<file path="src/verilog/uart_rx_settings.svh">
// uart receiver settings macros: oversampling, half-bit point, data bits, sync depth
`ifndef UART_RX_SETTINGS_SVH
`define UART_RX_SETTINGS_SVH

////////////////////
// bit timing
// clk is already the 16x sample clock
`define UART_OVERSAMPLE 16
// start-bit middle, also the shortest start accepted
`define UART_HALF_BIT 8

////////////////////
// frame shape and input
// 8N1 only
`define UART_DATA_BITS 8
// flops between rxd pin and the FSM
`define UART_SYNC_STAGES 2

`endif

</file>
<file path="src/verilog/rx_ctrl_pkg.sv">
// receiver control types: frame state enum, FSM-to-timer and timer-to-FSM structs
package rx_ctrl_pkg;

    ////////////////////
    // frame state
    // idle line, start check, data bits, stop check
    typedef enum logic [1:0] {
        IDLE  = 2'd0,
        START = 2'd1,
        DATA  = 2'd2,
        STOP  = 2'd3
    } rx_state_e;

    ////////////////////
    // FSM to timer
    typedef struct packed {
        // keep counting ticks
        logic timer_run;
        // restart tick and bit counts at zero
        logic timer_clear;
        // wait only half a bit, start check
        logic half_bit;
    } rx_ctrl_t;

    // timer to FSM
    typedef struct packed {
        // one cycle, current wait has elapsed
        logic sample;
        // this sample is the final data bit
        logic last_bit;
    } rx_tick_t;

    // FSM to shifter
    typedef struct packed {
        logic shift;
        logic bit_value;
    } rx_shift_t;

endpackage

</file>
<file path="src/verilog/rx_data_pkg.sv">
// receiver data types: assembled frame passed to the holding register
package rx_data_pkg;

    `include "uart_rx_settings.svh"

    ////////////////////
    // received frame
    // done and stop_ok come from the FSM, data from the shifter
    typedef struct packed {
        // one cycle, stop bit just sampled
        logic done;
        // stop bit was high
        logic stop_ok;
        // LSB is the first bit on the line
        logic [`UART_DATA_BITS-1:0] data;
    } rx_frame_t;

endpackage

</file>
<file path="src/verilog/rx_bit_timer.sv">
// bit timer: tick counter for half and full bit waits, data bit counter
`include "uart_rx_settings.svh"

module rx_bit_timer (
    input  logic                  clk,
    input  logic                  rst_n,
    input  rx_ctrl_pkg::rx_ctrl_t ctrl,
    output rx_ctrl_pkg::rx_tick_t tick
);

    localparam int TICK_W = $clog2(`UART_OVERSAMPLE);
    localparam int BIT_W  = $clog2(`UART_DATA_BITS + 1);

    logic [TICK_W-1:0] tick_cnt;
    logic [TICK_W-1:0] tick_limit;
    logic [BIT_W-1:0]  bit_cnt;
    logic              sample;

    ////////////////////
    // tick counter
    // last count of the current wait
    assign tick_limit = ctrl.half_bit ? TICK_W'(`UART_HALF_BIT - 1)
                                      : TICK_W'(`UART_OVERSAMPLE - 1);
    assign sample = ctrl.timer_run && (tick_cnt == tick_limit);

    always_ff @(posedge clk)
    begin
        if (!rst_n || ctrl.timer_clear)
        begin
            tick_cnt <= '0;
            bit_cnt  <= '0;
        end
        else if (ctrl.timer_run)
        begin
            // wrap on each sample, next wait starts here
            tick_cnt <= sample ? '0 : tick_cnt + 1'b1;
            // half-bit start sample is not a data bit
            if (sample && !ctrl.half_bit)
                bit_cnt <= bit_cnt + 1'b1;
        end
    end

    // events to the FSM
    always_comb
    begin
        tick.sample   = sample;
        tick.last_bit = sample && !ctrl.half_bit &&
                        (bit_cnt == BIT_W'(`UART_DATA_BITS - 1));
    end

endmodule

</file>
<file path="src/verilog/rx_frame_fsm.sv">
// frame FSM: rxd synchronizer, start edge detect, false start reject, stop check
`include "uart_rx_settings.svh"

module rx_frame_fsm (
    input  logic                  clk,
    input  logic                  rst_n,
    input  logic                  rxd,
    input  rx_ctrl_pkg::rx_tick_t tick,
    output rx_ctrl_pkg::rx_ctrl_t ctrl,
    output rx_ctrl_pkg::rx_shift_t shift_cmd,
    output logic                  frame_done,
    output logic                  stop_ok,
    output logic                  frame_err
);

    logic [`UART_SYNC_STAGES-1:0] sync_q;
    logic                         line;
    logic                         line_prev;
    logic                         start_edge;
    rx_ctrl_pkg::rx_state_e       state;
    rx_ctrl_pkg::rx_state_e       state_nxt;

    ////////////////////
    // input synchronizer
    // idle line is high, so reset to ones
    always_ff @(posedge clk)
    begin
        if (!rst_n)
        begin
            sync_q    <= '1;
            line_prev <= 1'b1;
        end
        else
        begin
            sync_q    <= {sync_q[`UART_SYNC_STAGES-2:0], rxd};
            line_prev <= line;
        end
    end

    assign line = sync_q[`UART_SYNC_STAGES-1];
    // falling edge only, a line stuck low after a bad stop does not restart
    assign start_edge = line_prev & ~line;

    ////////////////////
    // state register
    always_ff @(posedge clk)
    begin
        if (!rst_n)
            state <= rx_ctrl_pkg::IDLE;
        else
            state <= state_nxt;
    end

    // next state
    always_comb
    begin
        state_nxt = state;
        case (state)
            rx_ctrl_pkg::IDLE:
                if (start_edge)
                    state_nxt = rx_ctrl_pkg::START;
            rx_ctrl_pkg::START:
                // still low at mid start bit, else a glitch
                if (tick.sample)
                    state_nxt = line ? rx_ctrl_pkg::IDLE : rx_ctrl_pkg::DATA;
            rx_ctrl_pkg::DATA:
                if (tick.sample && tick.last_bit)
                    state_nxt = rx_ctrl_pkg::STOP;
            default:
                if (tick.sample)
                    state_nxt = rx_ctrl_pkg::IDLE;
        endcase
    end

    ////////////////////
    // timer control and event outputs
    always_comb
    begin
        ctrl.timer_run   = (state != rx_ctrl_pkg::IDLE);
        ctrl.timer_clear = (state == rx_ctrl_pkg::IDLE) && start_edge;
        ctrl.half_bit    = (state == rx_ctrl_pkg::START);
        // one data bit per mid-bit sample
        shift_cmd.shift     = (state == rx_ctrl_pkg::DATA) && tick.sample;
        shift_cmd.bit_value = line;
        frame_done = (state == rx_ctrl_pkg::STOP) && tick.sample;
        stop_ok    = line;
        // low stop bit, frame is thrown away
        frame_err  = frame_done && !line;
    end

endmodule

</file>
<file path="src/verilog/rx_holding_register.sv">
// output holding register: vld/rdy level handshake and sticky overrun flag
`include "uart_rx_settings.svh"

module rx_holding_register (
    input  logic                       clk,
    input  logic                       rst_n,
    input  rx_data_pkg::rx_frame_t     frame,
    input  logic                       rdy,
    output logic [`UART_DATA_BITS-1:0] data,
    output logic                       vld,
    output logic                       overrun
);

    logic good_frame;

    // bad stop frames never reach the output
    assign good_frame = frame.done && frame.stop_ok;

    ////////////////////
    // handshake state
    always_ff @(posedge clk)
    begin
        if (!rst_n)
        begin
            vld     <= 1'b0;
            overrun <= 1'b0;
        end
        else if (vld)
        begin
            if (rdy)
            begin
                // byte taken, flag goes with it
                vld     <= 1'b0;
                overrun <= 1'b0;
            end
            else if (good_frame)
                overrun <= 1'b1;
        end
        else if (good_frame)
            vld <= 1'b1;
    end

    // payload, loaded only when empty
    always_ff @(posedge clk)
    begin
        if (!vld && good_frame)
            data <= frame.data;
    end

endmodule

</file>
<file path="src/verilog/rx_shift_register.sv">
// serial-to-parallel shifter, bundles the byte with the FSM's done and stop bits
`include "uart_rx_settings.svh"

module rx_shift_register (
    input  logic                   clk,
    input  logic                   rst_n,
    input  rx_ctrl_pkg::rx_shift_t shift_cmd,
    input  logic                   frame_done,
    input  logic                   stop_ok,
    output rx_data_pkg::rx_frame_t frame
);

    logic [`UART_DATA_BITS-1:0] shreg;

    ////////////////////
    // shifter
    // enters at the top, first bit lands in the LSB
    always_ff @(posedge clk)
    begin
        if (!rst_n)
            shreg <= '0;
        else if (shift_cmd.shift)
            shreg <= {shift_cmd.bit_value, shreg[`UART_DATA_BITS-1:1]};
    end

    // frame to holding register
    always_comb
    begin
        frame.done    = frame_done;
        frame.stop_ok = stop_ok;
        // all eight bits in by the stop sample
        frame.data    = shreg;
    end

endmodule

</file>
<file path="src/verilog/uart_rx_top.sv">
// uart receiver top: frame FSM, bit timer, shifter and holding register
`include "uart_rx_settings.svh"

module uart_rx_top (
    input  logic                       clk,
    input  logic                       rst_n,
    input  logic                       rxd,
    input  logic                       rdy,
    output logic [`UART_DATA_BITS-1:0] data,
    output logic                       vld,
    output logic                       frame_err,
    output logic                       overrun
);

    rx_ctrl_pkg::rx_ctrl_t  ctrl;
    rx_ctrl_pkg::rx_tick_t  tick;
    rx_ctrl_pkg::rx_shift_t shift_cmd;
    rx_data_pkg::rx_frame_t frame;
    logic                   frame_done;
    logic                   stop_ok;

    ////////////////////
    // control path
    rx_frame_fsm i_fsm (
        .clk        (clk),
        .rst_n      (rst_n),
        .rxd        (rxd),
        .tick       (tick),
        .ctrl       (ctrl),
        .shift_cmd  (shift_cmd),
        .frame_done (frame_done),
        .stop_ok    (stop_ok),
        .frame_err  (frame_err)
    );

    rx_bit_timer i_timer (
        .clk   (clk),
        .rst_n (rst_n),
        .ctrl  (ctrl),
        .tick  (tick)
    );

    // data path
    rx_shift_register i_shift (
        .clk        (clk),
        .rst_n      (rst_n),
        .shift_cmd  (shift_cmd),
        .frame_done (frame_done),
        .stop_ok    (stop_ok),
        .frame      (frame)
    );

    rx_holding_register i_hold (
        .clk     (clk),
        .rst_n   (rst_n),
        .frame   (frame),
        .rdy     (rdy),
        .data    (data),
        .vld     (vld),
        .overrun (overrun)
    );

endmodule
</file>
<file path="config.mk">
export PLATFORM = sky130hd
export DESIGN_NAME = uart_rx_top
export DESIGN_NICKNAME = d
export VERILOG_FILES = /design/src/verilog/rx_ctrl_pkg.sv /design/src/verilog/rx_data_pkg.sv /design/src/verilog/rx_bit_timer.sv /design/src/verilog/rx_frame_fsm.sv /design/src/verilog/rx_holding_register.sv /design/src/verilog/rx_shift_register.sv /design/src/verilog/uart_rx_top.sv
export VERILOG_INCLUDE_DIRS = /design/src /design/src/verilog
export SDC_FILE = /design/constraint.sdc
export NUM_CORES = 1
export LEC_CHECK = 0
export ABC_CLOCK_PERIOD_IN_PS = 2900
export BUFFER_PORTS_ARGS = -buffer_cell sky130_fd_sc_hd__buf_2
export CAP_MARGIN = 20
export CORE_ASPECT_RATIO = 0.5
export CORE_MARGIN = 5
export CORE_UTILIZATION = 35
export DETAILED_ROUTE_END_ITERATION = 8
export SYNTH_ARGS = -nofsm -noshare
export SYNTH_HDL_FRONTEND = slang
export SYNTH_HIERARCHICAL = 1
export SYNTH_SLANG_ARGS = --single-unit
</file>
<file path="constraint.sdc">
create_clock -name clk -period 2.9 [get_ports clk]
set_input_delay 0.58 -clock clk [delete_from_list [all_inputs] [get_ports clk]]
set_output_delay 0.58 -clock clk [all_outputs]
set_load 0.1 [all_outputs]
</file>
-- After elaboration in Yosys (flattened, before gate mapping)
Cells that the tools add are included.
- $add $sub $neg: 2
- equality and inequality tests: 8
- mux-type cells: 13
- bitwise gates (word level): 2
- reductions and logical operators: 22
- operator list (operator ; number):
    $logic_and A1 B1 Y1 ; 10
    $mux W2 ; 5
    $add A4 B1 Y4 const B ; 2
    $mux W4 ; 2
    $pmux W2 S3 ; 1
    $mux W1 ; 5
    $eq A2 B2 Y1 const B ; 2
    $eq A4 B3 Y1 const B ; 1
    $eq A4 B4 Y1 ; 1
    $logic_not A1 Y1 ; 4
    $ne A2 B1 Y1 const B ; 2
    $reduce_and A2 Y1 ; 2
    $reduce_and A4 Y1 ; 1
    $reduce_bool A2 Y1 ; 2
    $reduce_bool A3 Y1 ; 1
    $eq A2 B1 Y1 const B ; 1
    $logic_not A2 Y1 ; 1
    $ne A2 B2 Y1 const B ; 1
    $and A1 B1 Y1 ; 1
    $logic_or A1 B1 Y1 ; 1
    $not A1 Y1 ; 1
- flip-flop bits (word level): 31
- bits of input ports: 4
- output and inout bits: 11

-- Depth between registers and ports, before layout
Gate-level depths: netlist of run 1.
- word-level depth: 9
- gate-level depth with buffers: 10
- gate-level depth less buffers: 7

-- Modules after synthesis
Netlist of run 1, hierarchy kept.
- by module, submodules not included (module ; times used ; cells each ; area each (µm²)):
    rx_bit_timer ; 1 ; 46 ; 422.9
    rx_holding_register ; 1 ; 17 ; 320.3
    rx_shift_register ; 1 ; 27 ; 316.6
    rx_frame_fsm ; 1 ; 23 ; 231.5

-- Worst setup path before layout of run 1
OpenSTA, ideal clock, no wires.
- path kind: reg2out
- start point: register i_fsm.state[1]
- end point: output port frame_err
- arrival: 2772 ps
- required time: 2320 ps
- setup slack: -452 ps
- stages on the path, launching flop included: 8
- buffers on the path: 2
- path through: dfxtp_1 -> and2b_2 -> nand2b_1 -> buf_2 -> a21oi_1 -> buf_4 -> and3_2 -> nor2b_1
- RTL lines (element ; RTL line ; RTL):
    start: declaration ; rx_frame_fsm.sv:20 ; rx_ctrl_pkg::rx_state_e state;
    start signal: assignment ; rx_frame_fsm.sv:49 ; state <= rx_ctrl_pkg::IDLE;
    start signal: assignment ; rx_frame_fsm.sv:51 ; state <= state_nxt;
    end: declaration ; uart_rx_top.sv:11 ; output logic frame_err,

==> flow_summary.toml, run 1 <==
[place]
place_congestion = 0.754
port_buffers = 14
dp_hpwl_um = 1360

[global_route]
met1_usage_pct = 9.76
grt_pass1_wl_um = 3330
grt_use_met2_pct = 14.3
grt_use_total_pct = 8.89
grt_max_degree = 17
antenna_found_initial = 0
grt_pass1_vias = 762
grt-busiest-layer = "met2"
overflow = 0
use_met3_pct = 4.26

[route]
vias = 810
drt_wl_total_um = 1950
final_antenna_net_count = 0
drc = 0
vias_per_cell = 4.48
dr.pass1.iters = 4
first_iter_violations = 36
detail_route.wl_per_cell_um = 10.8

[clocking]
clkLatencyLatePin_ps = 280
cts_root_buffer = "clkbuf_8"
cts_sinks = 31
h-tree-depth = 2
postCtsSetupBuffers = 0
cts_hold_buf = 0
cts_inserted_buffers = 5
clockBufferDepth = 2
path_clk_slew_ps = 60
cts_tree = "done"
ctsResizeCount = 0

[yosys]
synth_top_area_share_pct = 35.7
synthesis.area_sq_um = 1290
synth_ff_type = "dfxtp_1"
ys_seq_elements = 31
yosys_warnings = 6
synth_top_area_cell = "dfxtp_1"
synth_edf_count = 8
syn-num-nets = 119
yosysSeqAreaShare_pct = 54.3
avgSynthCellArea_sq_um = 11.4
async_flop_share_pct = 0
yosysUniqueCellTypes = 37
netlist_instances = 113
synth_area_leaders = "dfxtp_1 (36%), edfxtp_1 (19%), mux2i_1 (7.0%), nor2b_1 (4.8%), nand2b_1 (4.4%)"

[layout]
drive_above_1_share_pct = 23.8
final_cell_mix = "dfxtp_1 (23), buf_2 (13), nand2b_1 (9), mux2i_1 (9), nor2b_1 (9)"
fillers = 326
finish.utilization_pct = 43.5
area_growth_syn_to_layout_pct = 17.5
fin_nets = 135
n_antenna_cell = 0
final_common_cell = "dfxtp_1"

[timing]
max_freq_mhz = 385
grt_setup_unrepaired = "false"
period_share_pct = 89.7
setup_tns_ps = 0
maxSlewViolCount = 0
hold_violations = 0
finClkSkew_ps = 4.08
tightest_slew_ps = 487
slew_headroom_pct = 67.7
setup_viol = 0
hold_slack_ps = 408
min_period_ps = 2600

[pwr]
peakVddDrop_v = 0.000210
powerDensity_nw_per_um2 = 590
power_leakage_nw = 0.542

[critical_path]
r2r-start = "i_fsm/state[1]"
crit_type = "flop to output port"
regToRegSetupSlack_ps = 820
crit_start = "i_fsm/state[1]"
crit_fanout = 10
crit_path_end_kind = "output port"
crit_required_ps = 2320
arrival_ps = 2020
crit_path_start_kind = "flop"

[floorplan]
num_rows = 15
ioPinCount = 15
dieArea_sq_um = 5080
initial_utilization_pct = 37.0
fp.dieH_um = 53.0
die_w_um = 95.9
coreArea_sq_um = 3490

[worst_hold_path]
hold_start = "i_fsm/sync_q[0]"
hp-class = "flop to flop"

[flow_run]
maxCapViolCount = 0

[status]
status = "finished, final reports clean"
[power by group]
part	leakage (nW)	switching [mW]	internal [mW]	total, mW
Clock	0.0612	0.151	0.278	0.428
Combinational	0.220	0.0103	0.00974	0.0201
Sequential	0.260	0.00358	0.445	0.448
[synthesized netlist by cell type, drive strengths merged, types with 2 or more instances]
cell and n:
o31ai 3, nand2b 9, ha 2, nand3 2
or4 2, nand2 4, mux2i 9, nand3b 2
edfxtp 8, dfxtp 23, and3 2, nor2 3
a21oi 5, xor2 2, inv 3, nor2b 10
nor3b 2, buf 7
[final cells by class]
class	instances	area [sq um]	share of cell area, %
Sequential cell	31	701	46.2
Inverter	3	11.3	0.742
Clock buffer	6	82.6	5.44
Multi-Input combinational cell	72	524	34.5
Tap cell	51	63.8	4.20
Clock inverter	2	35.0	2.31
Timing Repair Buffer	16	100	6.60
[worst paths after layout]
| kind | cells after the start | endpoint |
|---|---|---|
| worst max-delay path | 6 | frame_err |
| worst min-delay path | 1 | i_fsm/sync_q[1] |
| worst max register to register | 9 | i_shift/shreg[4] |
| worst min register to register | 1 | i_fsm/sync_q[1] |
[cell families (layout without fill, tap and decap cells)]
kind of cell,after synthesis,count (layout),share of synthesized area [%]
xor gates and xnor gates,2,2,1.36
AOI/OAI and AO/OA,16,16,8.14
DFF,31,31,54.3
and+or+nand+nor,43,43,22.0
muxes,9,9,6.98
buffers and inverters,10,27,5.33
adders and majority gates,2,2,1.94
[state kept, by name, indices dropped and copies added, names as in the netlist, 2 cells and up]
register,cells
i_hold/data,8
i_shift/shreg,8
i_fsm/sync_q,2
i_timer/tick_cnt,4
i_fsm/state,2
i_timer/bit_cnt,4
[routing by layer]
layer / share of wire (%) / routed length, um
met1: 50 / 974
met3: 5.4 / 106
met2: 44 / 855
met4: 0.87 / 17
met5: 0 / 0
[critical path: stages (launching register included)]
cell	delay, ps
dfxtp_1	420
and2b_2	250
nand2b_1	260
a21oi_1	210
and3_2	220
nor2b_2	190
buf_12	190
[through the flow]
step / worst slack (ps) / instances / total power, mW / area (sq um)
2_1_floorplan: 77.2 / 113 / 0.473 / 1290
4_1_cts: 298 / 181 / 0.911 / 1520
6_report: 299 / 181 / 0.896 / 1520
3_3_place_gp: 650 / 173 / 0.478 / 1400
3_5_place_dp: 612 / 173 / 0.478 / 1400
5_1_grt: 146 / 181 / 0.932 / 1520
Power figures use the tool's default switching activity.
==> run 2: changes to the inputs <==
--- a/config.mk
+++ b/config.mk
@@ -6,14 +6,13 @@
 export SDC_FILE = /design/constraint.sdc
 export NUM_CORES = 1
 export LEC_CHECK = 0
-export ABC_CLOCK_PERIOD_IN_PS = 2900
+export ABC_CLOCK_PERIOD_IN_PS = 3300
 export BUFFER_PORTS_ARGS = -buffer_cell sky130_fd_sc_hd__buf_2
 export CAP_MARGIN = 20
-export CORE_ASPECT_RATIO = 0.5
 export CORE_MARGIN = 5
-export CORE_UTILIZATION = 35
+export CORE_UTILIZATION = 50
 export DETAILED_ROUTE_END_ITERATION = 8
+export PLACE_DENSITY = 0.7
 export SYNTH_ARGS = -nofsm -noshare
 export SYNTH_HDL_FRONTEND = slang
-export SYNTH_HIERARCHICAL = 1
 export SYNTH_SLANG_ARGS = --single-unit
==> constraint.sdc (replaced) <==
create_clock -name clk -period 3.3 [get_ports clk]
set_input_delay 0.66 -clock clk [delete_from_list [all_inputs] [get_ports clk]]
set_output_delay 0.66 -clock clk [all_outputs]
set_load 0.1 [all_outputs]
==> run 2 against run 1 <==
Sequential power fell by 12%. Critical endpoint unchanged. First-iteration DRC count down 19%. Via count is 13% higher. Combinational power is 5% lower. Largest cell class unchanged. Clock skew fell by 0.84 ps.
==> flow_summary.toml, run 2 <==
[global_route]
grt_pass1_vias = 870
overflow = 0
grt_max_degree = 20
grt_pass1_wl_um = 3640
grt_use_total_pct = 13.9
antenna_found_initial = 0

[timing]
finClkSkew_ps = 3.24
maxSlewViolCount = 0
setup_tns_ps = 0
period_share_pct = 77.4
grt_setup_unrepaired = "false"
tightest_slew_ps = 508
slew_headroom_pct = 66.1
min_period_ps = 2550
setup_viol = 0
max_freq_mhz = 392
fin_ws_ps = 746
hold_violations = 0

[yosys]
synth_top_area_cell = "dfxtp_1"
yosysUniqueCellTypes = 33
avgSynthCellArea_sq_um = 9.97
synth_commonest_cells = "dfxtp_1 (23), o21ai_0 (14), a21oi_1 (13)"
syn-num-nets = 129
synth_edf_count = 8
async_flop_share_pct = 0
ys_seq_elements = 31
synthesis.area_sq_um = 1230
synth_ff_type = "dfxtp_1"
netlist_instances = 123
synth_top_area_share_pct = 37.6
yosysSeqAreaShare_pct = 57.1
yosys_warnings = 0
post-synth-top-count-cell = "dfxtp_1"
synth_area_leaders = "dfxtp_1 (38%), edfxtp_1 (20%), o21ai_0 (5.7%), a21oi_1 (5.3%), nand3_1 (4.5%)"

[clocking]
cts_inserted_buffers = 5
path_clk_slew_ps = 90
clkLatencyLatePin_ps = 320
postCtsSetupBuffers = 0
cts_sinks = 31
cts_tree = "done"
cts_hold_buf = 0
ctsResizeCount = 0
clockBufferDepth = 2
h-tree-depth = 2
cts_root_buffer = "clkbuf_4"

[critical_path]
crit_start = "i_timer.tick_cnt[0]"
crit_required_ps = 2640
crit_fanout = 14
crit_path_start_kind = "flop"
crit_type = "flop to output port"
r2r_end = "i_timer.bit_cnt[3]"
arrival_ps = 1890
r2r-start = "i_timer.tick_cnt[0]"
regToRegSetupSlack_ps = 1590
crit_path_end_kind = "output port"
reg2regPathDepth = 4

[route]
final_antenna_net_count = 0
first_iter_violations = 29
detail_route.wl_per_cell_um = 12.6
dr.pass1.iters = 4
vias = 914
vias_per_cell = 5.41
drc = 0
drt_wl_total_um = 2120

[place]
detailedPlace.worstSlack_ps = 1080
place_congestion = 0.822
port_buffers = 14
dp_hpwl_um = 1460

[pwr]
peakVddDrop_v = 0.000297
power_leakage_nw = 0.494
powerDensity_nw_per_um2 = 448

[floorplan]
die_w_um = 59.5
num_rows = 18
coreArea_sq_um = 2410
initial_utilization_pct = 50.9
ioPinCount = 15
fp.dieH_um = 59.5
dieArea_sq_um = 3540

[worst_hold_path]
hp-class = "flop to flop"
hold_start = "i_fsm.sync_q[0]"
holdPathEnd = "i_fsm.sync_q[1]"
hold_path_depth = 1

[layout]
drive_above_1_share_pct = 18.0
final_common_cell = "dfxtp_1"
largestRegisters = "i_hold.data x8, i_shift.shreg x8"
area_growth_syn_to_layout_pct = 11.3
final_cell_mix = "dfxtp_1 (23), o21ai_0 (14), buf_2 (14), a21oi_1 (13), nand3_1 (11)"
n_antenna_cell = 0
fin_nets = 144

[flow_run]
maxCapViolCount = 0

[status]
status = "finished, final reports clean"
-- run 2: changes by cell type in the layout (fill, tap and decap cells not counted), moves of 3 or more --
| cell | previous run | this run |
|---|---|---|
| o21ai_0 | 1 | 14 |
| nand2b_1 | 9 | 3 |
| nand3_1 | 1 | 11 |
| nand2_1 | 4 | 8 |
| a21oi_1 | 5 | 13 |
| nor2b_1 | 9 | 2 |
| mux2i_1 | 9 | 0 |
| clkbuf_1 | 0 | 3 |
| clkbuf_8 | 6 | 0 |
| clkbuf_4 | 0 | 5 |
-- run 2: critical path, cell delays in order, from the launching register on --
cell	delay, ps
dfxtp_1	390
ha_1	240
nand4_2	310
nor3_2	180
buf_2	450
-- run 2: per-layer routing --
metal  share of wire, %  routed length, um  global-route usage, %  vias up
met5                  0                  0                      0        -
met1                 47                988                   15.2      414
met2                 45                957                   22.6       16
met3                6.5                137                   5.88        6
met4                1.9                 40                   7.91        0
li1                   -                  -                      -      478
-- run 2: stage by stage --
step	cells	instance area, sq um	hold slack, ps	util (%)	total power, mW
6_report	169	1370	418	56.6	0.612
5_1_grt	169	1370	443	56.6	0.646
4_1_cts	169	1370	419	56.6	0.621
3_5_place_dp	161	1320	391	54.6	0.421
3_3_place_gp	161	1320	396	54.6	0.420
2_1_floorplan	123	1230	386	-	0.415
-- run 2: kinds of logic (layout without fill, tap and decap cells) --
family,after synthesis,in the layout,share of synthesized area [%]
DFF,31,31,57.1
xor gates and xnor gates,2,2,1.43
and+or+nand+nor,39,39,17.1
buffers and inverters,11,27,3.98
AOI/OAI and AO/OA,38,38,18.3
adders and majority gates,2,2,2.04
-- run 2: how the worst max path moves through the flow --
stage | cells after the start | end
final | 4 | frame_err
after global routing | 4 | frame_err
after CTS | 4 | frame_err
after detailed placement | 4 | frame_err
after global placement | 4 | frame_err
after floorplan | 4 | frame_err
-- run 2: power breakdown --
group	total (mW)	switching (mW)	internal (mW)
combinational	0.0190	0.0126	0.00635
sequential	0.393	0.00254	0.390
clock	0.200	0.116	0.0847
total	0.612	0.131	0.481
-- run 2: cell type report --
cell class                 instances  area, sq um
multi-input combinational         81          482
tap                               30         37.5
inverter                           3         11.3
sequential                        31          701
timing repair buffer              16         85.1
fill                             210         1040
clock buffer                       8         48.8
==> run 3: changes to the inputs <==
--- a/config.mk
+++ b/config.mk
@@ -6,7 +6,7 @@
 export SDC_FILE = /design/constraint.sdc
 export NUM_CORES = 1
 export LEC_CHECK = 0
-export ABC_CLOCK_PERIOD_IN_PS = 3300
+export ABC_CLOCK_PERIOD_IN_PS = 2600
 export BUFFER_PORTS_ARGS = -buffer_cell sky130_fd_sc_hd__buf_2
 export CAP_MARGIN = 20
 export CORE_MARGIN = 5
==> constraint.sdc (replaced) <==
create_clock -name clk -period 2.6 [get_ports clk]
set_input_delay 0.52 -clock clk [delete_from_list [all_inputs] [get_ports clk]]
set_output_delay 0.52 -clock clk [all_outputs]
set_load 0.1 [all_outputs]
==> run 3 against run 2 <==
Sequential power increased by 27%. Clock skew decreased by 1.4 ps. Non-clock buffer count increased by 1. Die area stayed put. Cell count stayed put. Global-route usage increased by 0.73 points. Clock-buffer cell count is 3 lower. Worst setup slack worse by 370 ps. Final area up 0.82%. Combinational power is 32% higher. Via count grew 0.88%. Sequential cell count stayed put. Largest cell class unchanged. Largest power group unchanged. Highest routed layer unchanged.
==> flow_summary.toml, run 3 (synthesized netlist as in run 2, its figures left out) <==
[timing]
grt_setup_unrepaired = "false"
tightest_slew_ps = 482
finClkSkew_ps = 1.81
maxSlewViolCount = 0
hold_violations = 0
hold_slack_ps = 371
max_freq_mhz = 449
setup_viol = 0
min_period_ps = 2230
period_share_pct = 85.6
setup_tns_ps = 0
slew_headroom_pct = 67.9

[layout]
n_antenna_cell = 0
drive_above_1_share_pct = 19.4
fillers = 207
area_growth_syn_to_layout_pct = 12.2
fin_nets = 145
largestRegisters = "i_hold.data x8, i_shift.shreg x8"
final_common_cell = "dfxtp_1"
final_cell_mix = "dfxtp_1 (23), o21ai_0 (14), buf_2 (14), a21oi_1 (13), nand3_1 (11)"
finish.utilization_pct = 57.1

[route]
vias_per_cell = 5.46
detail_route.wl_per_cell_um = 13.1
drc = 0
dr.pass1.iters = 4
drt_wl_total_um = 2220
final_antenna_net_count = 0
first_iter_violations = 14
vias = 922

[clocking]
cts_sinks = 31
cts_inserted_buffers = 5
clockBufferDepth = 2
cts_root_buffer = "clkbuf_4"
postCtsSetupBuffers = 0
cts_hold_buf = 0
h-tree-depth = 2
ctsResizeCount = 0
cts_tree = "done"
path_clk_slew_ps = 90
clkLatencyLatePin_ps = 320

[place]
place_congestion = 0.814
dp_hpwl_um = 1440
port_buffers = 14

[global_route]
grt_max_degree = 20
overflow = 0
antenna_found_initial = 0
grt_pass1_vias = 875
grt_pass1_wl_um = 3840
grt_use_total_pct = 14.7

[floorplan]
fp.dieH_um = 59.5
num_rows = 18
ioPinCount = 15
initial_utilization_pct = 50.9
die_w_um = 59.5
dieArea_sq_um = 3540
coreArea_sq_um = 2410

[critical_path]
crit_path_end_kind = "output port"
crit_required_ps = 2080
crit_path_start_kind = "flop"
arrival_ps = 1710
max_stage_delay_ps = 440
cp_cell_sequence = "ha_1, nand4_2, nor3_4, buf_2"
slowest_stage = "buf_2"
crit_type = "flop to output port"
crit_fanout = 5

[worst_hold_path]
hp-class = "input pin to flop"

[pwr]
total_power_mw = 0.774
peakVddDrop_v = 0.000369
power_leakage_nw = 0.513
powerDensity_nw_per_um2 = 563

[flow_run]
maxCapViolCount = 0

[status]
status = "finished, final reports clean"
## run 3: changes by cell type in the layout (fill, tap and decap cells not counted), sizes merged
cell,previous run,this run
buf,16,17
clkbuf,8,5
clkinv,0,2
## run 3: per-layer routing
| layer | vias to the layer above | global-route usage [%] | share of wire [%] |
|---|---|---|---|
| li1 | 477 | - | - |
| met1 | 423 | 17.6 | 49 |
| met2 | 17 | 22.9 | 43 |
| met3 | 5 | 5.88 | 6.1 |
| met4 | 0 | 6.65 | 2.2 |
| met5 | - | 0 | 0 |
## run 3: where the power goes
| part | total, mW | internal, mW | switching (mW) |
|---|---|---|---|
| registers | 0.499 | 0.495 | 0.00367 |
| logic | 0.0251 | 0.00812 | 0.0170 |
| clock network | 0.250 | 0.0955 | 0.155 |
## run 3: path summary, 6_finish.rpt
kind	startpoint	depth (start not counted)	end	slack, ps
setup / recovery	i_timer.tick_cnt[0]	4	frame_err	370
hold / removal	rxd	2	i_fsm.sync_q[0]	370
setup reg to reg	i_timer.tick_cnt[0]	5	i_timer.bit_cnt[3]	890
hold reg to reg	i_fsm.sync_q[0]	1	i_fsm.sync_q[1]	420
## run 3: layout make-up
cell class                 count  area [sq um]  area share, %
clock inverter                 2          8.76          0.636
timing repair buffer          17          92.6           6.73
multi-input combinational     81           488           35.5
tap                           30          37.5           2.73
clock buffer                   5          37.5           2.73
sequential                    31           701           50.9
inverter                       3          11.3          0.818
## run 3: metrics by stage
stage	cells	worst slack (ps)	instance area, sq um
after floorplan	123	386	1240
after global placement	162	754	1330
after detailed placement	162	722	1330
after CTS	169	346	1380
after global routing	169	235	1380
final	169	374	1380
## run 3: critical path: cells and delay by family, from the launching register on
family | cells | cell delay (ps)
fa+ha+maj | 1 | 250
simple gates | 2 | 290
buf+inv | 1 | 440
flops | 1 | 400
